==> config.mk <==
export PLATFORM = sky130hd
export DESIGN_NAME = radio_core
export DESIGN_NICKNAME = d
export VERILOG_FILES = /design/src/source/radio_pkg.sv /design/src/source/radio_core.sv /design/src/source/tag_rx_detect.sv /design/src/source/fe_control.sv /design/src/source/db_control.sv
export SDC_FILE = /design/constraint.sdc
export NUM_CORES = 1
export LEC_CHECK = 0
export ABC_AREA = 1
export BUFFER_PORTS_ARGS = -buffer_cell sky130_fd_sc_hd__buf_2
export CORE_AREA = 2 2 334 336
export CTS_BUF_LIST = sky130_fd_sc_hd__clkbuf_4 sky130_fd_sc_hd__clkbuf_8
export DETAILED_ROUTE_END_ITERATION = 10
export DIE_AREA = 0 0 336 338
export PLACE_DENSITY = 0.5
export SKIP_CTS_REPAIR_TIMING = 1
export SYNTH_ARGS = -nofsm -noshare
export SYNTH_HDL_FRONTEND = slang
export SYNTH_SLANG_ARGS = --single-unit
export TNS_END_PERCENT = 10
==> constraint.sdc <==
create_clock -name radio_clk -period 6.66 [get_ports radio_clk]
set_input_delay 0.333 -clock radio_clk [delete_from_list [all_inputs] [get_ports radio_clk]]
set_output_delay 0.333 -clock radio_clk [all_outputs]
set_load 0.005 [all_outputs]
==> src/source/radio_pkg.sv <==
/* radio core shared definitions
   widths, settings and readback maps, bus structs and mode enums */
`default_nettype none

package radio_pkg;

   // --------------------
   // widths
   localparam int SAMPLE_W   = 32;   // I in [31:16], Q in [15:0]
   localparam int IQ_W       = 16;
   localparam int SR_ADDR_W  = 8;
   localparam int SET_DATA_W = 32;
   localparam int RB_DATA_W  = 64;
   localparam int GPIO_W     = 32;
   localparam int FP_GPIO_W  = 12;   // front-panel pins in use
   localparam int LED_W      = 3;
   localparam int MISC_W     = 32;

   // --------------------
   // settings register map
   localparam logic [SR_ADDR_W-1:0] SR_DB_BASE        = 8'd160;
   localparam logic [SR_ADDR_W-1:0] DB_GPIO_OUT_OFS   = 8'd0;
   localparam logic [SR_ADDR_W-1:0] DB_GPIO_DDR_OFS   = 8'd1;
   localparam logic [SR_ADDR_W-1:0] DB_LEDS_OFS       = 8'd2;
   localparam logic [SR_ADDR_W-1:0] DB_MISC_OUT_OFS   = 8'd3;
   localparam logic [SR_ADDR_W-1:0] SR_TAG_THRESH     = 8'd176;  // board 1 only
   localparam logic [SR_ADDR_W-1:0] SR_TX_FE_BASE     = 8'd208;
   localparam logic [SR_ADDR_W-1:0] SR_RX_FE_BASE     = 8'd224;
   localparam int                   SR_FE_CHAN_OFFSET = 16;

   // readback map, offsets given by rb_sel_e
   localparam logic [SR_ADDR_W-1:0] RB_DB_BASE = 8'd16;

   // front-panel bits used by the tag detector
   localparam int FP_TAG_EN_BIT  = 1;
   localparam int FP_TAG_LED_BIT = 0;

   // --------------------
   // bus types
   typedef struct packed {
      logic                  stb;
      logic                  db_sel;
      logic [SR_ADDR_W-1:0]  addr;
      logic [SET_DATA_W-1:0] data;
   } settings_bus_t;

   typedef struct packed {
      logic                 stb;
      logic                 db_sel;
      logic [SR_ADDR_W-1:0] addr;
   } readback_req_t;

   typedef enum logic [1:0] {
      FE_PASS     = 2'd0,
      FE_SWAP_IQ  = 2'd1,
      FE_INVERT_Q = 2'd2,
      FE_MUTE     = 2'd3
   } fe_mode_e;

   typedef enum logic [1:0] {
      RB_MISC_IN    = 2'd0,
      RB_DB_GPIO_IN = 2'd1,
      RB_FP_GPIO_IN = 2'd2,
      RB_OUT_ECHO   = 2'd3   // {misc out, gpio out}
   } rb_sel_e;

endpackage

`default_nettype wire
==> src/source/radio_core.sv <==
/* radio core top level
   routes settings and readback per board, maps radios to channels, tag overlay */
`timescale 1ns/1ps
`default_nettype none

module radio_core #(
   parameter int NUM_DBOARDS = 2,
   parameter int TAG_HOLD    = 4
) (
   input  wire logic                                       radio_clk,
   input  wire logic                                       i_rst_n,
   input  wire radio_pkg::settings_bus_t                   i_set,
   input  wire radio_pkg::readback_req_t                   i_rb,
   input  wire logic [radio_pkg::SAMPLE_W-1:0]             i_rx0,
   input  wire logic [radio_pkg::SAMPLE_W-1:0]             i_rx1,
   input  wire logic [radio_pkg::SAMPLE_W-1:0]             i_tx0,
   input  wire logic [radio_pkg::SAMPLE_W-1:0]             i_tx1,
   input  wire logic [radio_pkg::GPIO_W-1:0]               i_db0_gpio_in,
   input  wire logic [radio_pkg::GPIO_W-1:0]               i_db1_gpio_in,
   input  wire logic [radio_pkg::GPIO_W-1:0]               i_fp_gpio_in,
   input  wire logic [radio_pkg::MISC_W-1:0]               i_radio0_misc_in,
   input  wire logic [radio_pkg::MISC_W-1:0]               i_radio1_misc_in,
   output logic [2*NUM_DBOARDS-1:0][radio_pkg::SAMPLE_W-1:0] o_rx_chan,
   output logic [radio_pkg::SAMPLE_W-1:0]                  o_tx0,
   output logic [radio_pkg::SAMPLE_W-1:0]                  o_tx1,
   output logic [radio_pkg::GPIO_W-1:0]                    o_db0_gpio_out,
   output logic [radio_pkg::GPIO_W-1:0]                    o_db0_gpio_ddr,
   output logic [radio_pkg::GPIO_W-1:0]                    o_db1_gpio_out,
   output logic [radio_pkg::GPIO_W-1:0]                    o_db1_gpio_ddr,
   output logic [radio_pkg::GPIO_W-1:0]                    o_fp_gpio_out,
   output logic [radio_pkg::GPIO_W-1:0]                    o_fp_gpio_ddr,
   output logic [radio_pkg::LED_W-1:0]                     o_radio_led0,
   output logic [radio_pkg::LED_W-1:0]                     o_radio_led1,
   output logic [radio_pkg::MISC_W-1:0]                    o_radio0_misc_out,
   output logic [radio_pkg::MISC_W-1:0]                    o_radio1_misc_out,
   output logic                                            o_rb_valid,
   output logic [radio_pkg::RB_DATA_W-1:0]                 o_rb_data
);

   // per-board buses and pins
   radio_pkg::settings_bus_t             set_db      [NUM_DBOARDS];
   radio_pkg::readback_req_t             rb_db       [NUM_DBOARDS];
   logic                                 rb_valid    [NUM_DBOARDS];
   logic [radio_pkg::RB_DATA_W-1:0]      rb_data     [NUM_DBOARDS];
   logic [radio_pkg::SAMPLE_W-1:0]       rx_in       [NUM_DBOARDS];
   logic [radio_pkg::SAMPLE_W-1:0]       tx_in       [NUM_DBOARDS];
   logic [radio_pkg::SAMPLE_W-1:0]       fe_tx       [NUM_DBOARDS];
   logic [1:0][radio_pkg::SAMPLE_W-1:0]  fe_rx       [NUM_DBOARDS];
   logic [radio_pkg::GPIO_W-1:0]         db_gpio_in  [NUM_DBOARDS];
   logic [radio_pkg::GPIO_W-1:0]         db_gpio_out [NUM_DBOARDS];
   logic [radio_pkg::GPIO_W-1:0]         db_gpio_ddr [NUM_DBOARDS];
   logic [radio_pkg::LED_W-1:0]          leds        [NUM_DBOARDS];
   logic [radio_pkg::MISC_W-1:0]         misc_in     [NUM_DBOARDS];
   logic [radio_pkg::MISC_W-1:0]         misc_out    [NUM_DBOARDS];

   // tag detector
   logic                                 tag_valid;
   logic [radio_pkg::SAMPLE_W-1:0]       tag_bb;
   logic [radio_pkg::FP_GPIO_W-1:0]      tag_gpio_out;
   logic [radio_pkg::FP_GPIO_W-1:0]      tag_gpio_ddr;

   // --------------------
   // pin to board mapping
   assign rx_in[0]      = i_rx0;   // each radio feeds both its channels
   assign rx_in[1]      = i_rx1;
   assign tx_in[0]      = i_tx0;
   assign tx_in[1]      = i_tx1;
   assign db_gpio_in[0] = i_db0_gpio_in;
   assign db_gpio_in[1] = i_db1_gpio_in;
   assign misc_in[0]    = i_radio0_misc_in;
   assign misc_in[1]    = i_radio1_misc_in;

   assign o_tx0             = fe_tx[0];   // transmit on even channels only
   assign o_tx1             = fe_tx[1];
   assign o_db0_gpio_out    = db_gpio_out[0];
   assign o_db0_gpio_ddr    = db_gpio_ddr[0];
   assign o_db1_gpio_out    = db_gpio_out[1];
   assign o_db1_gpio_ddr    = db_gpio_ddr[1];
   assign o_radio_led0      = leds[0];
   assign o_radio_led1      = leds[1];
   assign o_radio0_misc_out = misc_out[0];
   assign o_radio1_misc_out = misc_out[1];

   // --------------------
   // per-board control and front end
   for (genvar d = 0; d < NUM_DBOARDS; d++) begin : g_db
      always_comb begin
         set_db[d]     = i_set;
         set_db[d].stb = i_set.stb && (int'(i_set.db_sel) == d);
         rb_db[d]      = i_rb;
         rb_db[d].stb  = i_rb.stb && (int'(i_rb.db_sel) == d);
      end

      db_control db_control_i (
         .radio_clk     (radio_clk),
         .i_rst_n       (i_rst_n),
         .i_set         (set_db[d]),
         .i_rb          (rb_db[d]),
         .i_db_gpio_in  (db_gpio_in[d]),
         .i_fp_gpio_in  (i_fp_gpio_in),
         .i_misc_in     (misc_in[d]),
         .o_db_gpio_out (db_gpio_out[d]),
         .o_db_gpio_ddr (db_gpio_ddr[d]),
         .o_leds        (leds[d]),
         .o_misc_out    (misc_out[d]),
         .o_rb_valid    (rb_valid[d]),
         .o_rb_data     (rb_data[d])
      );

      fe_control fe_control_i (
         .radio_clk (radio_clk),
         .i_rst_n   (i_rst_n),
         .i_set     (set_db[d]),
         .i_rx      (rx_in[d]),
         .i_tx      (tx_in[d]),
         .o_rx      (fe_rx[d]),
         .o_tx      (fe_tx[d])
      );

      // detected tag baseband replaces every receive channel
      for (genvar c = 0; c < 2; c++) begin : g_chan
         assign o_rx_chan[2*d+c] = tag_valid ? tag_bb : fe_rx[d][c];
      end
   end

   // only one board answers per cycle
   always_comb begin
      o_rb_valid = 1'b0;
      o_rb_data  = '0;
      for (int d = 0; d < NUM_DBOARDS; d++) begin
         if (rb_valid[d]) begin
            o_rb_valid = 1'b1;
            o_rb_data  = rb_data[d];
         end
      end
   end

   // --------------------
   // tag detector on board 1, channel 0
   tag_rx_detect #(
      .TAG_HOLD (TAG_HOLD)
   ) tag_rx_detect_i (
      .radio_clk     (radio_clk),
      .i_rst_n       (i_rst_n),
      .i_set         (set_db[1]),
      .i_sample      (fe_rx[1][0]),
      .i_fp_gpio_in  (i_fp_gpio_in[radio_pkg::FP_GPIO_W-1:0]),
      .o_rx_valid    (tag_valid),
      .o_baseband    (tag_bb),
      .o_fp_gpio_out (tag_gpio_out),
      .o_fp_gpio_ddr (tag_gpio_ddr)
   );

   always_ff @(posedge radio_clk) begin
      if (!i_rst_n) begin
         o_fp_gpio_out <= '0;
         o_fp_gpio_ddr <= '0;
      end else begin
         o_fp_gpio_out <= radio_pkg::GPIO_W'(tag_gpio_out);   // upper pins stay 0
         o_fp_gpio_ddr <= radio_pkg::GPIO_W'(tag_gpio_ddr);
      end
   end

endmodule

`default_nettype wire

==> src/source/tag_rx_detect.sv <==
/* tag-chip receive detector
   holds a run of strong I samples, then overlays baseband and lights a pin */
`timescale 1ns/1ps
`default_nettype none

module tag_rx_detect #(
   parameter int TAG_HOLD = 4
) (
   input  wire logic                              radio_clk,
   input  wire logic                              i_rst_n,
   input  wire radio_pkg::settings_bus_t          i_set,
   input  wire logic [radio_pkg::SAMPLE_W-1:0]    i_sample,
   input  wire logic [radio_pkg::FP_GPIO_W-1:0]   i_fp_gpio_in,
   output logic                                   o_rx_valid,
   output logic [radio_pkg::SAMPLE_W-1:0]         o_baseband,
   output logic [radio_pkg::FP_GPIO_W-1:0]        o_fp_gpio_out,
   output logic [radio_pkg::FP_GPIO_W-1:0]        o_fp_gpio_ddr
);

   localparam int CNT_W = $clog2(TAG_HOLD + 1);

   logic [radio_pkg::IQ_W-1:0] thresh;
   logic [radio_pkg::IQ_W-1:0] i_part;
   logic [radio_pkg::IQ_W-1:0] i_mag;
   logic                       tag_en;
   logic                       hit;
   logic [CNT_W-1:0]           hold_cnt;
   logic [CNT_W-1:0]           cnt_next;

   // --------------------
   // threshold register
   always_ff @(posedge radio_clk) begin
      if (!i_rst_n) begin
         thresh <= '0;
      end else if (i_set.stb && i_set.addr == radio_pkg::SR_TAG_THRESH) begin
         thresh <= i_set.data[radio_pkg::IQ_W-1:0];
      end
   end

   // --------------------
   // magnitude compare
   assign i_part = i_sample[radio_pkg::SAMPLE_W-1 -: radio_pkg::IQ_W];
   assign i_mag  = i_part[radio_pkg::IQ_W-1] ? (~i_part + 1'b1) : i_part;   // -32768 -> 0x8000
   assign tag_en = i_fp_gpio_in[radio_pkg::FP_TAG_EN_BIT];
   assign hit    = tag_en && (i_mag >= thresh);

   // hold counter saturates at TAG_HOLD
   assign cnt_next = (hold_cnt == CNT_W'(TAG_HOLD)) ? hold_cnt : hold_cnt + 1'b1;

   always_ff @(posedge radio_clk) begin
      if (!i_rst_n) begin
         hold_cnt   <= '0;
         o_rx_valid <= 1'b0;
      end else if (!hit) begin
         hold_cnt   <= '0;   // any weak sample or enable low restarts the run
         o_rx_valid <= 1'b0;
      end else begin
         hold_cnt   <= cnt_next;
         o_rx_valid <= (cnt_next == CNT_W'(TAG_HOLD));
      end
   end

   // overlay copy, one sample old
   always_ff @(posedge radio_clk) begin
      o_baseband <= i_sample;
   end

   // --------------------
   // front-panel drive
   always_comb begin
      o_fp_gpio_out = '0;
      o_fp_gpio_ddr = '0;   // everything else stays an input
      o_fp_gpio_out[radio_pkg::FP_TAG_LED_BIT] = o_rx_valid;
      o_fp_gpio_ddr[radio_pkg::FP_TAG_LED_BIT] = 1'b1;
   end

endmodule

`default_nettype wire

==> src/source/fe_control.sv <==
/* front-end control for one daughterboard
   per-channel mode registers and registered iq conditioning */
`timescale 1ns/1ps
`default_nettype none

module fe_control (
   input  wire logic                                radio_clk,
   input  wire logic                                i_rst_n,
   input  wire radio_pkg::settings_bus_t            i_set,
   input  wire logic [radio_pkg::SAMPLE_W-1:0]      i_rx,
   input  wire logic [radio_pkg::SAMPLE_W-1:0]      i_tx,
   output logic [1:0][radio_pkg::SAMPLE_W-1:0]      o_rx,
   output logic [radio_pkg::SAMPLE_W-1:0]           o_tx
);

   localparam int NUM_RX = 2;

   radio_pkg::fe_mode_e rx_mode [NUM_RX];
   radio_pkg::fe_mode_e tx_mode;

   // settings address of receive channel c
   function automatic logic [radio_pkg::SR_ADDR_W-1:0] rx_addr(input int c);
      rx_addr = radio_pkg::SR_RX_FE_BASE +
                radio_pkg::SR_ADDR_W'(c * radio_pkg::SR_FE_CHAN_OFFSET);
   endfunction

   // mode rule on one iq sample
   function automatic logic [radio_pkg::SAMPLE_W-1:0] apply_mode(
      input radio_pkg::fe_mode_e              mode,
      input logic [radio_pkg::SAMPLE_W-1:0]   s
   );
      logic [radio_pkg::IQ_W-1:0] i_part;
      logic [radio_pkg::IQ_W-1:0] q_part;
      logic [radio_pkg::IQ_W-1:0] q_neg;
      i_part = s[radio_pkg::SAMPLE_W-1 -: radio_pkg::IQ_W];
      q_part = s[radio_pkg::IQ_W-1:0];
      q_neg  = ~q_part + 1'b1;   // two's complement, wraps at -32768
      case (mode)
         radio_pkg::FE_SWAP_IQ:  apply_mode = {q_part, i_part};
         radio_pkg::FE_INVERT_Q: apply_mode = {i_part, q_neg};
         radio_pkg::FE_MUTE:     apply_mode = '0;
         default:                apply_mode = s;
      endcase
   endfunction

   // --------------------
   // mode registers
   always_ff @(posedge radio_clk) begin
      if (!i_rst_n) begin
         for (int c = 0; c < NUM_RX; c++) begin
            rx_mode[c] <= radio_pkg::FE_PASS;
         end
         tx_mode <= radio_pkg::FE_PASS;
      end else if (i_set.stb) begin
         for (int c = 0; c < NUM_RX; c++) begin
            if (i_set.addr == rx_addr(c)) begin
               rx_mode[c] <= radio_pkg::fe_mode_e'(i_set.data[1:0]);
            end
         end
         // transmit exists on channel 0 only
         if (i_set.addr == radio_pkg::SR_TX_FE_BASE) begin
            tx_mode <= radio_pkg::fe_mode_e'(i_set.data[1:0]);
         end
      end
   end

   // --------------------
   // sample path, one register stage
   always_ff @(posedge radio_clk) begin
      for (int c = 0; c < NUM_RX; c++) begin
         o_rx[c] <= apply_mode(rx_mode[c], i_rx);   // same radio on both channels
      end
      o_tx <= apply_mode(tx_mode, i_tx);
   end

endmodule

`default_nettype wire

==> src/source/db_control.sv <==
/* daughterboard control
   gpio, direction, led and misc output registers plus readback mux */
`timescale 1ns/1ps
`default_nettype none

module db_control (
   input  wire logic                            radio_clk,
   input  wire logic                            i_rst_n,
   input  wire radio_pkg::settings_bus_t        i_set,
   input  wire radio_pkg::readback_req_t        i_rb,
   input  wire logic [radio_pkg::GPIO_W-1:0]    i_db_gpio_in,
   input  wire logic [radio_pkg::GPIO_W-1:0]    i_fp_gpio_in,
   input  wire logic [radio_pkg::MISC_W-1:0]    i_misc_in,
   output logic [radio_pkg::GPIO_W-1:0]         o_db_gpio_out,
   output logic [radio_pkg::GPIO_W-1:0]         o_db_gpio_ddr,
   output logic [radio_pkg::LED_W-1:0]          o_leds,
   output logic [radio_pkg::MISC_W-1:0]         o_misc_out,
   output logic                                 o_rb_valid,
   output logic [radio_pkg::RB_DATA_W-1:0]      o_rb_data
);

   logic [radio_pkg::MISC_W-1:0]    misc_in_q;
   logic [radio_pkg::SR_ADDR_W-1:0] rb_ofs;
   logic                            rb_hit;
   radio_pkg::rb_sel_e              rb_sel;
   logic [radio_pkg::RB_DATA_W-1:0] rb_word;

   // --------------------
   // output registers
   always_ff @(posedge radio_clk) begin
      if (!i_rst_n) begin
         o_db_gpio_out <= '0;
         o_db_gpio_ddr <= '0;
         o_leds        <= '0;
         o_misc_out    <= '0;
      end else if (i_set.stb) begin
         case (i_set.addr)
            radio_pkg::SR_DB_BASE + radio_pkg::DB_GPIO_OUT_OFS:
               o_db_gpio_out <= i_set.data[radio_pkg::GPIO_W-1:0];
            radio_pkg::SR_DB_BASE + radio_pkg::DB_GPIO_DDR_OFS:
               o_db_gpio_ddr <= i_set.data[radio_pkg::GPIO_W-1:0];
            radio_pkg::SR_DB_BASE + radio_pkg::DB_LEDS_OFS:
               o_leds        <= i_set.data[radio_pkg::LED_W-1:0];
            radio_pkg::SR_DB_BASE + radio_pkg::DB_MISC_OUT_OFS:
               o_misc_out    <= i_set.data[radio_pkg::MISC_W-1:0];
            default: ;   // other blocks on this bus
         endcase
      end
   end

   // misc pins land here one cycle after the pin
   always_ff @(posedge radio_clk) begin
      misc_in_q <= i_misc_in;
   end

   // --------------------
   // readback
   assign rb_ofs = i_rb.addr - radio_pkg::RB_DB_BASE;
   assign rb_hit = (rb_ofs < radio_pkg::SR_ADDR_W'(4));
   assign rb_sel = radio_pkg::rb_sel_e'(rb_ofs[1:0]);

   always_comb begin
      case (rb_sel)
         radio_pkg::RB_MISC_IN:    rb_word = radio_pkg::RB_DATA_W'(misc_in_q);
         radio_pkg::RB_DB_GPIO_IN: rb_word = radio_pkg::RB_DATA_W'(i_db_gpio_in);
         radio_pkg::RB_FP_GPIO_IN: rb_word = radio_pkg::RB_DATA_W'(i_fp_gpio_in);
         radio_pkg::RB_OUT_ECHO:   rb_word = {o_misc_out, o_db_gpio_out};
         default:                  rb_word = '0;
      endcase
   end

   always_ff @(posedge radio_clk) begin
      if (!i_rst_n) begin
         o_rb_valid <= 1'b0;
      end else begin
         o_rb_valid <= i_rb.stb;   // single-cycle answer
      end
   end

   always_ff @(posedge radio_clk) begin
      if (i_rb.stb) begin
         o_rb_data <= rb_hit ? rb_word : '0;   // unknown address reads 0
      end
   end

endmodule

`default_nettype wire

# == Word level (Yosys, flattened, before mapping) ==
# Memories as Yosys holds them, arrays and structs flattened.
# Index checks and enable logic that the tools add are counted.
# totals
romBits,0
ram_bits,8
latch_bits,0
word_cells,138
input_bits,342
out_inout_bits,519
memories,2
register_bits,704
# op_classes
eq_ne,31
n_addsub,7
n_mux,38
div_mod_pow,0
n_bitwise,11
magnitude_cmp,2
n_reduce_logical,18
n_shift,0
mul,0
# mem_list
memory,depth,width,rd,rd_clocked_by_memory_dff,write_ports,line,text
g_db[0].fe_control_i.rx_mode,2,2,2,0,2,fe_control.sv:18,radio_pkg::fe_mode_e rx_mode [NUM_RX];
g_db[1].fe_control_i.rx_mode,2,2,2,0,2,fe_control.sv:18,
# op_table
op,count
32-bit case mux with 3 select lines,6
64-bit case mux with 4 select lines,2
32-bit two-way mux,4
64-bit two-way mux,2
"16-bit by 1-bit adder with 16-bit output, second input constant",5
16-bit inverter,5
"8-bit equality test, second input constant",8
"2-bit equality test, second input constant",14
2-bit AND reduction,11
1-bit two-way mux,18
16-bit >= comparator,1
16-bit two-way mux,1
"2-bit by 1-bit equality test with 1-bit output, second input constant",7
"8-bit by 3-bit less-than comparator with 1-bit output, second input constant",1
2-bit two-way mux,4
"8-bit by 5-bit subtractor with 8-bit output, second input constant",1
"3-bit equality test, second input constant",2
1-bit logical AND,6
1-bit OR,4
"3-bit by 1-bit adder with 3-bit output, second input constant",1
3-bit two-way mux,1
2-bit logical NOT,1
1-bit inverter,2

# == Longest topological paths before layout ==
# logic_depth
depth_word,6
depth_mapped,19
depth_no_buf,19

# == Cells and area by module ==
# Synthesis repeated with hierarchy kept, for this count alone.
# unflattened
hier_cells,3982
hier_area_um2,30812.1
# by_module_without_submodules
mod,instances,seq_area_each_um2,cells_each,area_per_inst_um2
db_control,2,4564.4,959,8181.6
fe_control (g_db[0].fe_control_i),1,2082.0,571,4431.8
fe_control (g_db[1].fe_control_i),1,2082.0,570,4380.5
radio_core,1,480.5,642,3255.6
tag_rx_detect,1,1041.0,281,2381.0

# == Least setup slack after synthesis ==
# Ideal clock, no wire load.
# synth_path
kind,input port to flip-flop
start,input i_rb[9] (netlist name)
end,"register g_db[0].db_control_i.o_rb_data[0] (netlist name), enable pin"
n_path_buf,0
path_slack_ps,3096
required_ps,6172
path_stages,2
arrival_time_ps,3076
setup_time_ps,488
cell_sequence,inv_1 -> nor2_1
# synth_rtl
item,line,text
start: declaration,radio_core.sv:13,"input wire radio_pkg::readback_req_t i_rb,"
end signal: assignment,db_control.sv:82,o_rb_data <= rb_hit ? rb_word : '0;
end: declaration,db_control.sv:19,output logic [radio_pkg::RB_DATA_W-1:0] o_rb_data

==> results.py <==
metrics = {
    "critical_path": {
        "largest_incremental_delay_on_the_critical_path_ps": 770,
        "critPathArrivalTime_ps": 3120,
        "worst_ep_required_time_ps": 6330,
        "critical_path.cell_chain": "buf_4, nand2_1, o21ai_0, buf_2",
        "crit_type": "reg -> out",
        "critPathTopFamily": "buffers and inverters",
        "cpMaxStageDelayCell": "dfxtp_4",
        "timing.critical_path.to_type": "output pin",
        "crit_path_start_kind": "flop",
        "worst-path-max-fanout": 86,
        "sum_of_buffers_and_inverters_on_the_critical_path": 2,
    },
    "timing": {
        "fin_hold_ws_ps": -16.1,
        "worst_tran_pin_value_ps": 1060,
        "timing.slew.headroom_pct": 28.9,
        "final_max_slew_viol_count": 0,
        "tns_ps": 0,
        "final.setup_skew_ps": 56.6,
        "layout_worst_path_cycle_share_pct": 51.8,
        "grt_setup_unrepaired": "false",
        "hold_violations": 1,
        "endpoints_failing_setup": 0,
        "fin_crit_ps": 3450,
        "maxClockFrequency_ghz": 0.290,
    },
    "routing": {
        "initialDrtViolationCount": 2112,
        "via_density_per_instance": 4.62,
        "detailedRoute.firstPassIterationCount": 5,
        "wl_um": 125000,
        "avgRoutedWirePerCell_um": 20.7,
        "num_vias": 27900,
        "drc": 0,
        "ant_nets": 0,
    },
    "synth": {
        "yosys_warnings": 0,
        "synth_enable_flop_cells": 136,
        "synth.cells.most_frequent": "nand2_1 (603), dfxtp_1 (514), inv_1 (485), o21ai_0 (332), a21oi_1 (208)",
        "postSynthRegisterBits": 650,
        "dominant_synthesized_flop_cell": "dfxtp_1",
        "seq_total_area_yosys_pct": 52.7,
        "synth_cells": 3299,
        "postSynthAreaPerCell_um2": 8.26,
        "synth.top_cells.by_area": "dfxtp_1 (38%), edfxtp_1 (15%), nand2_1 (8.3%), inv_1 (6.7%), o21ai_0 (6.1%)",
        "synth_area_mm2": 0.0273,
        "netlist.top_cell.by_area": "dfxtp_1",
        "yosysUniqueCellTypes": 46,
        "yosys.cell_count.top_type": "nand2_1",
        "proportion_of_netlist_area_held_by_the_largest_area_contributor_pct": 37.7,
        "postSynth.asyncResetShare_pct": 0,
    },
    "layout": {
        "layout.core_utilization_pct": 35.4,
        "share_of_final_layout_standard_cells_stronger_than_drive_strength_1_pct": 24.4,
        "finish.net_count": 4800,
        "fillCellCount": 11600,
        "area_overhead_vs_synth_pct": 42.8,
    },
    "job": {
        "cap_viol_max_count": 0,
    },
    "clock_tree": {
        "ctsRootBufferMaster": "clkbuf_8",
        "cts.htree.levels": 3,
        "cts_tree": "yes",
        "cts_buffers": 116,
        "clkSinkCount": 650,
        "max-clock-path-buffers": 3,
        "clock_insertion_delay_worst_skew_ps": 810,
        "path_clk_slew_ps": 60,
    },
    "die": {
        "initial_core_util_pct": 24.8,
        "core_region_mm2": 0.110,
        "std_cell_rows": 122,
        "die_width_um": 336,
        "die_area_mm2": 0.114,
        "pin_count": 861,
        "die_h_um": 338,
    },
    "global_routing": {
        "grt_max_degree": 91,
        "track_usage_pct": 20.5,
        "gr-total-overflow": 0,
        "grt_first_pass_wirelength_um": 170000,
        "global_routing_usage_on_met3_pct": 4.66,
        "grt_pass1_vias": 24800,
        "global_route.usage.met2_pct": 33.3,
        "global_route.usage.met1_pct": 26.0,
        "busiest_layer": "met2",
        "antenna_found_initial": 33,
    },
    "place": {
        "gp_routability_congestion": 0.907,
        "dp_hpwl_um": 89600,
        "port-buffer-count": 798,
    },
    "power": {
        "irDropWorstVdd_uv": 148,
        "leakagePower_nw": 17.5,
        "power_density_mw_per_mm2": 247,
    },
    "hold_path": {
        "hold_class": "in -> reg",
    },
    "outcome": {
        "failing_checks": "hold timing",
        "outcome": "finished, violations left",
    },
}
## path summary, 6_finish.rpt
check | startpoint | endpoint | slack (ps) | cells after the start
worst min-delay path | i_fp_gpio_in[11] | g_db[0].db_control_i.o_rb_data[11] | -20 | 3
worst max register to register | g_db[1].fe_control_i.tx_mode[0] | g_db[1].fe_control_i.o_tx[18] | 3250 | 5
worst max-delay path | tag_rx_detect_i.o_rx_valid | o_rx_chan[61] | 3210 | 4
worst min register to register | g_db[1].fe_control_i.o_rx[9] | tag_rx_detect_i.o_baseband[9] | 340 | 0
## state kept, by name, summed over array words and instances (netlist names)
| signal | cells |
|---|---|
| g_db.db_control_i.o_rb_data | 128 |
| g_db.fe_control_i.o_rx | 128 |
| g_db.db_control_i.misc_in_q | 64 |
| g_db.db_control_i.o_db_gpio_ddr | 64 |
| g_db.db_control_i.o_db_gpio_out | 64 |
| g_db.db_control_i.o_misc_out | 64 |
| g_db.fe_control_i.o_tx | 64 |
| tag_rx_detect_i.o_baseband | 32 |
| tag_rx_detect_i.thresh | 16 |
| g_db.fe_control_i.rx_mode | 8 |
| g_db.db_control_i.o_leds | 6 |
| g_db.fe_control_i.tx_mode | 4 |
| tag_rx_detect_i.hold_cnt | 3 |
| g_db.db_control_i.o_rb_valid | 2 |
| o_fp_gpio_ddr | 1 |
| o_fp_gpio_out | 1 |
| tag_rx_detect_i.o_rx_valid | 1 |
## worst reg2reg max path: cells and delay by family (launching register included)
family          cells  cell delay (ps)
compound gates      1              320
buf+inv             3             1610
flops               1              610
simple gates        1              820
## layer usage
metal	up-vias	part of all wire, %
met4	4	4.2
met3	245	7.1
li1	13200	-
met2	1237	47
met5	-	0.017
met1	13200	42
## report_power, final
group / total (W) / internal [W] / switching (W)
logic: 0.00103 / 0.000429 / 0.000599
clock network: 0.00435 / 0.00252 / 0.00183
registers: 0.00423 / 0.00416 / 0.0000619
total: 0.00960 / 0.00711 / 0.00249
## logic make-up after synthesis
family / count (synthesis) / share of synthesized area (%)
xor gates and xnor gates: 22 / 0.707
and+or+nand+nor: 1037 / 16.2
other: 1 / 0.0138
adders and majority gates: 23 / 1.06
AOI/OAI and AO/OA: 824 / 18.0
buffers and inverters: 742 / 11.3
DFF: 650 / 52.7
## cell type report
class / count / area (um2) / area share (%)
repair buffers: 1199 / 7950 / 20.4
multi-input cells: 1968 / 10100 / 25.9
inverters: 500 / 1880 / 4.82
clock buffers: 190 / 2350 / 6.03
well taps: 1488 / 1860 / 4.78
flip-flops and latches: 650 / 14400 / 36.9
diodes: 22 / 55.1 / 0.141
clock inverters: 30 / 393 / 1.01
## through the flow
| step | setup slack [ps] | hold WS (ps) | instance area, um2 | cells | power [W] |
|---|---|---|---|---|---|
| global placement | 3670 | 336 | 32400 | 5429 | 0.00516 |
| detailed placement | 3620 | 339 | 32400 | 5429 | 0.00516 |
| CTS | 3170 | -462 | 35100 | 5649 | 0.00953 |
| finish | 3210 | -16.1 | 38900 | 6047 | 0.00960 |
| floorplan | 3100 | 331 | 27500 | 3360 | 0.00472 |
| global route | 2830 | -4.89 | 38900 | 6037 | 0.00998 |
## cell usage in the layout (no fill, tap or decap), drive strengths merged, types with 32 or more instances in the layout
master       instances
a211oi              32
a21oi              208
a41oi               47
buf                823
clkbuf             190
conb                62
dfxtp              514
dlygate4sd3        376
edfxtp             136
inv                494
nand2              604
nand3              191
nor2               131
nor3                82
o21ai              362
o221ai              39
o22ai               96
(Power assumes the default switching activity.)
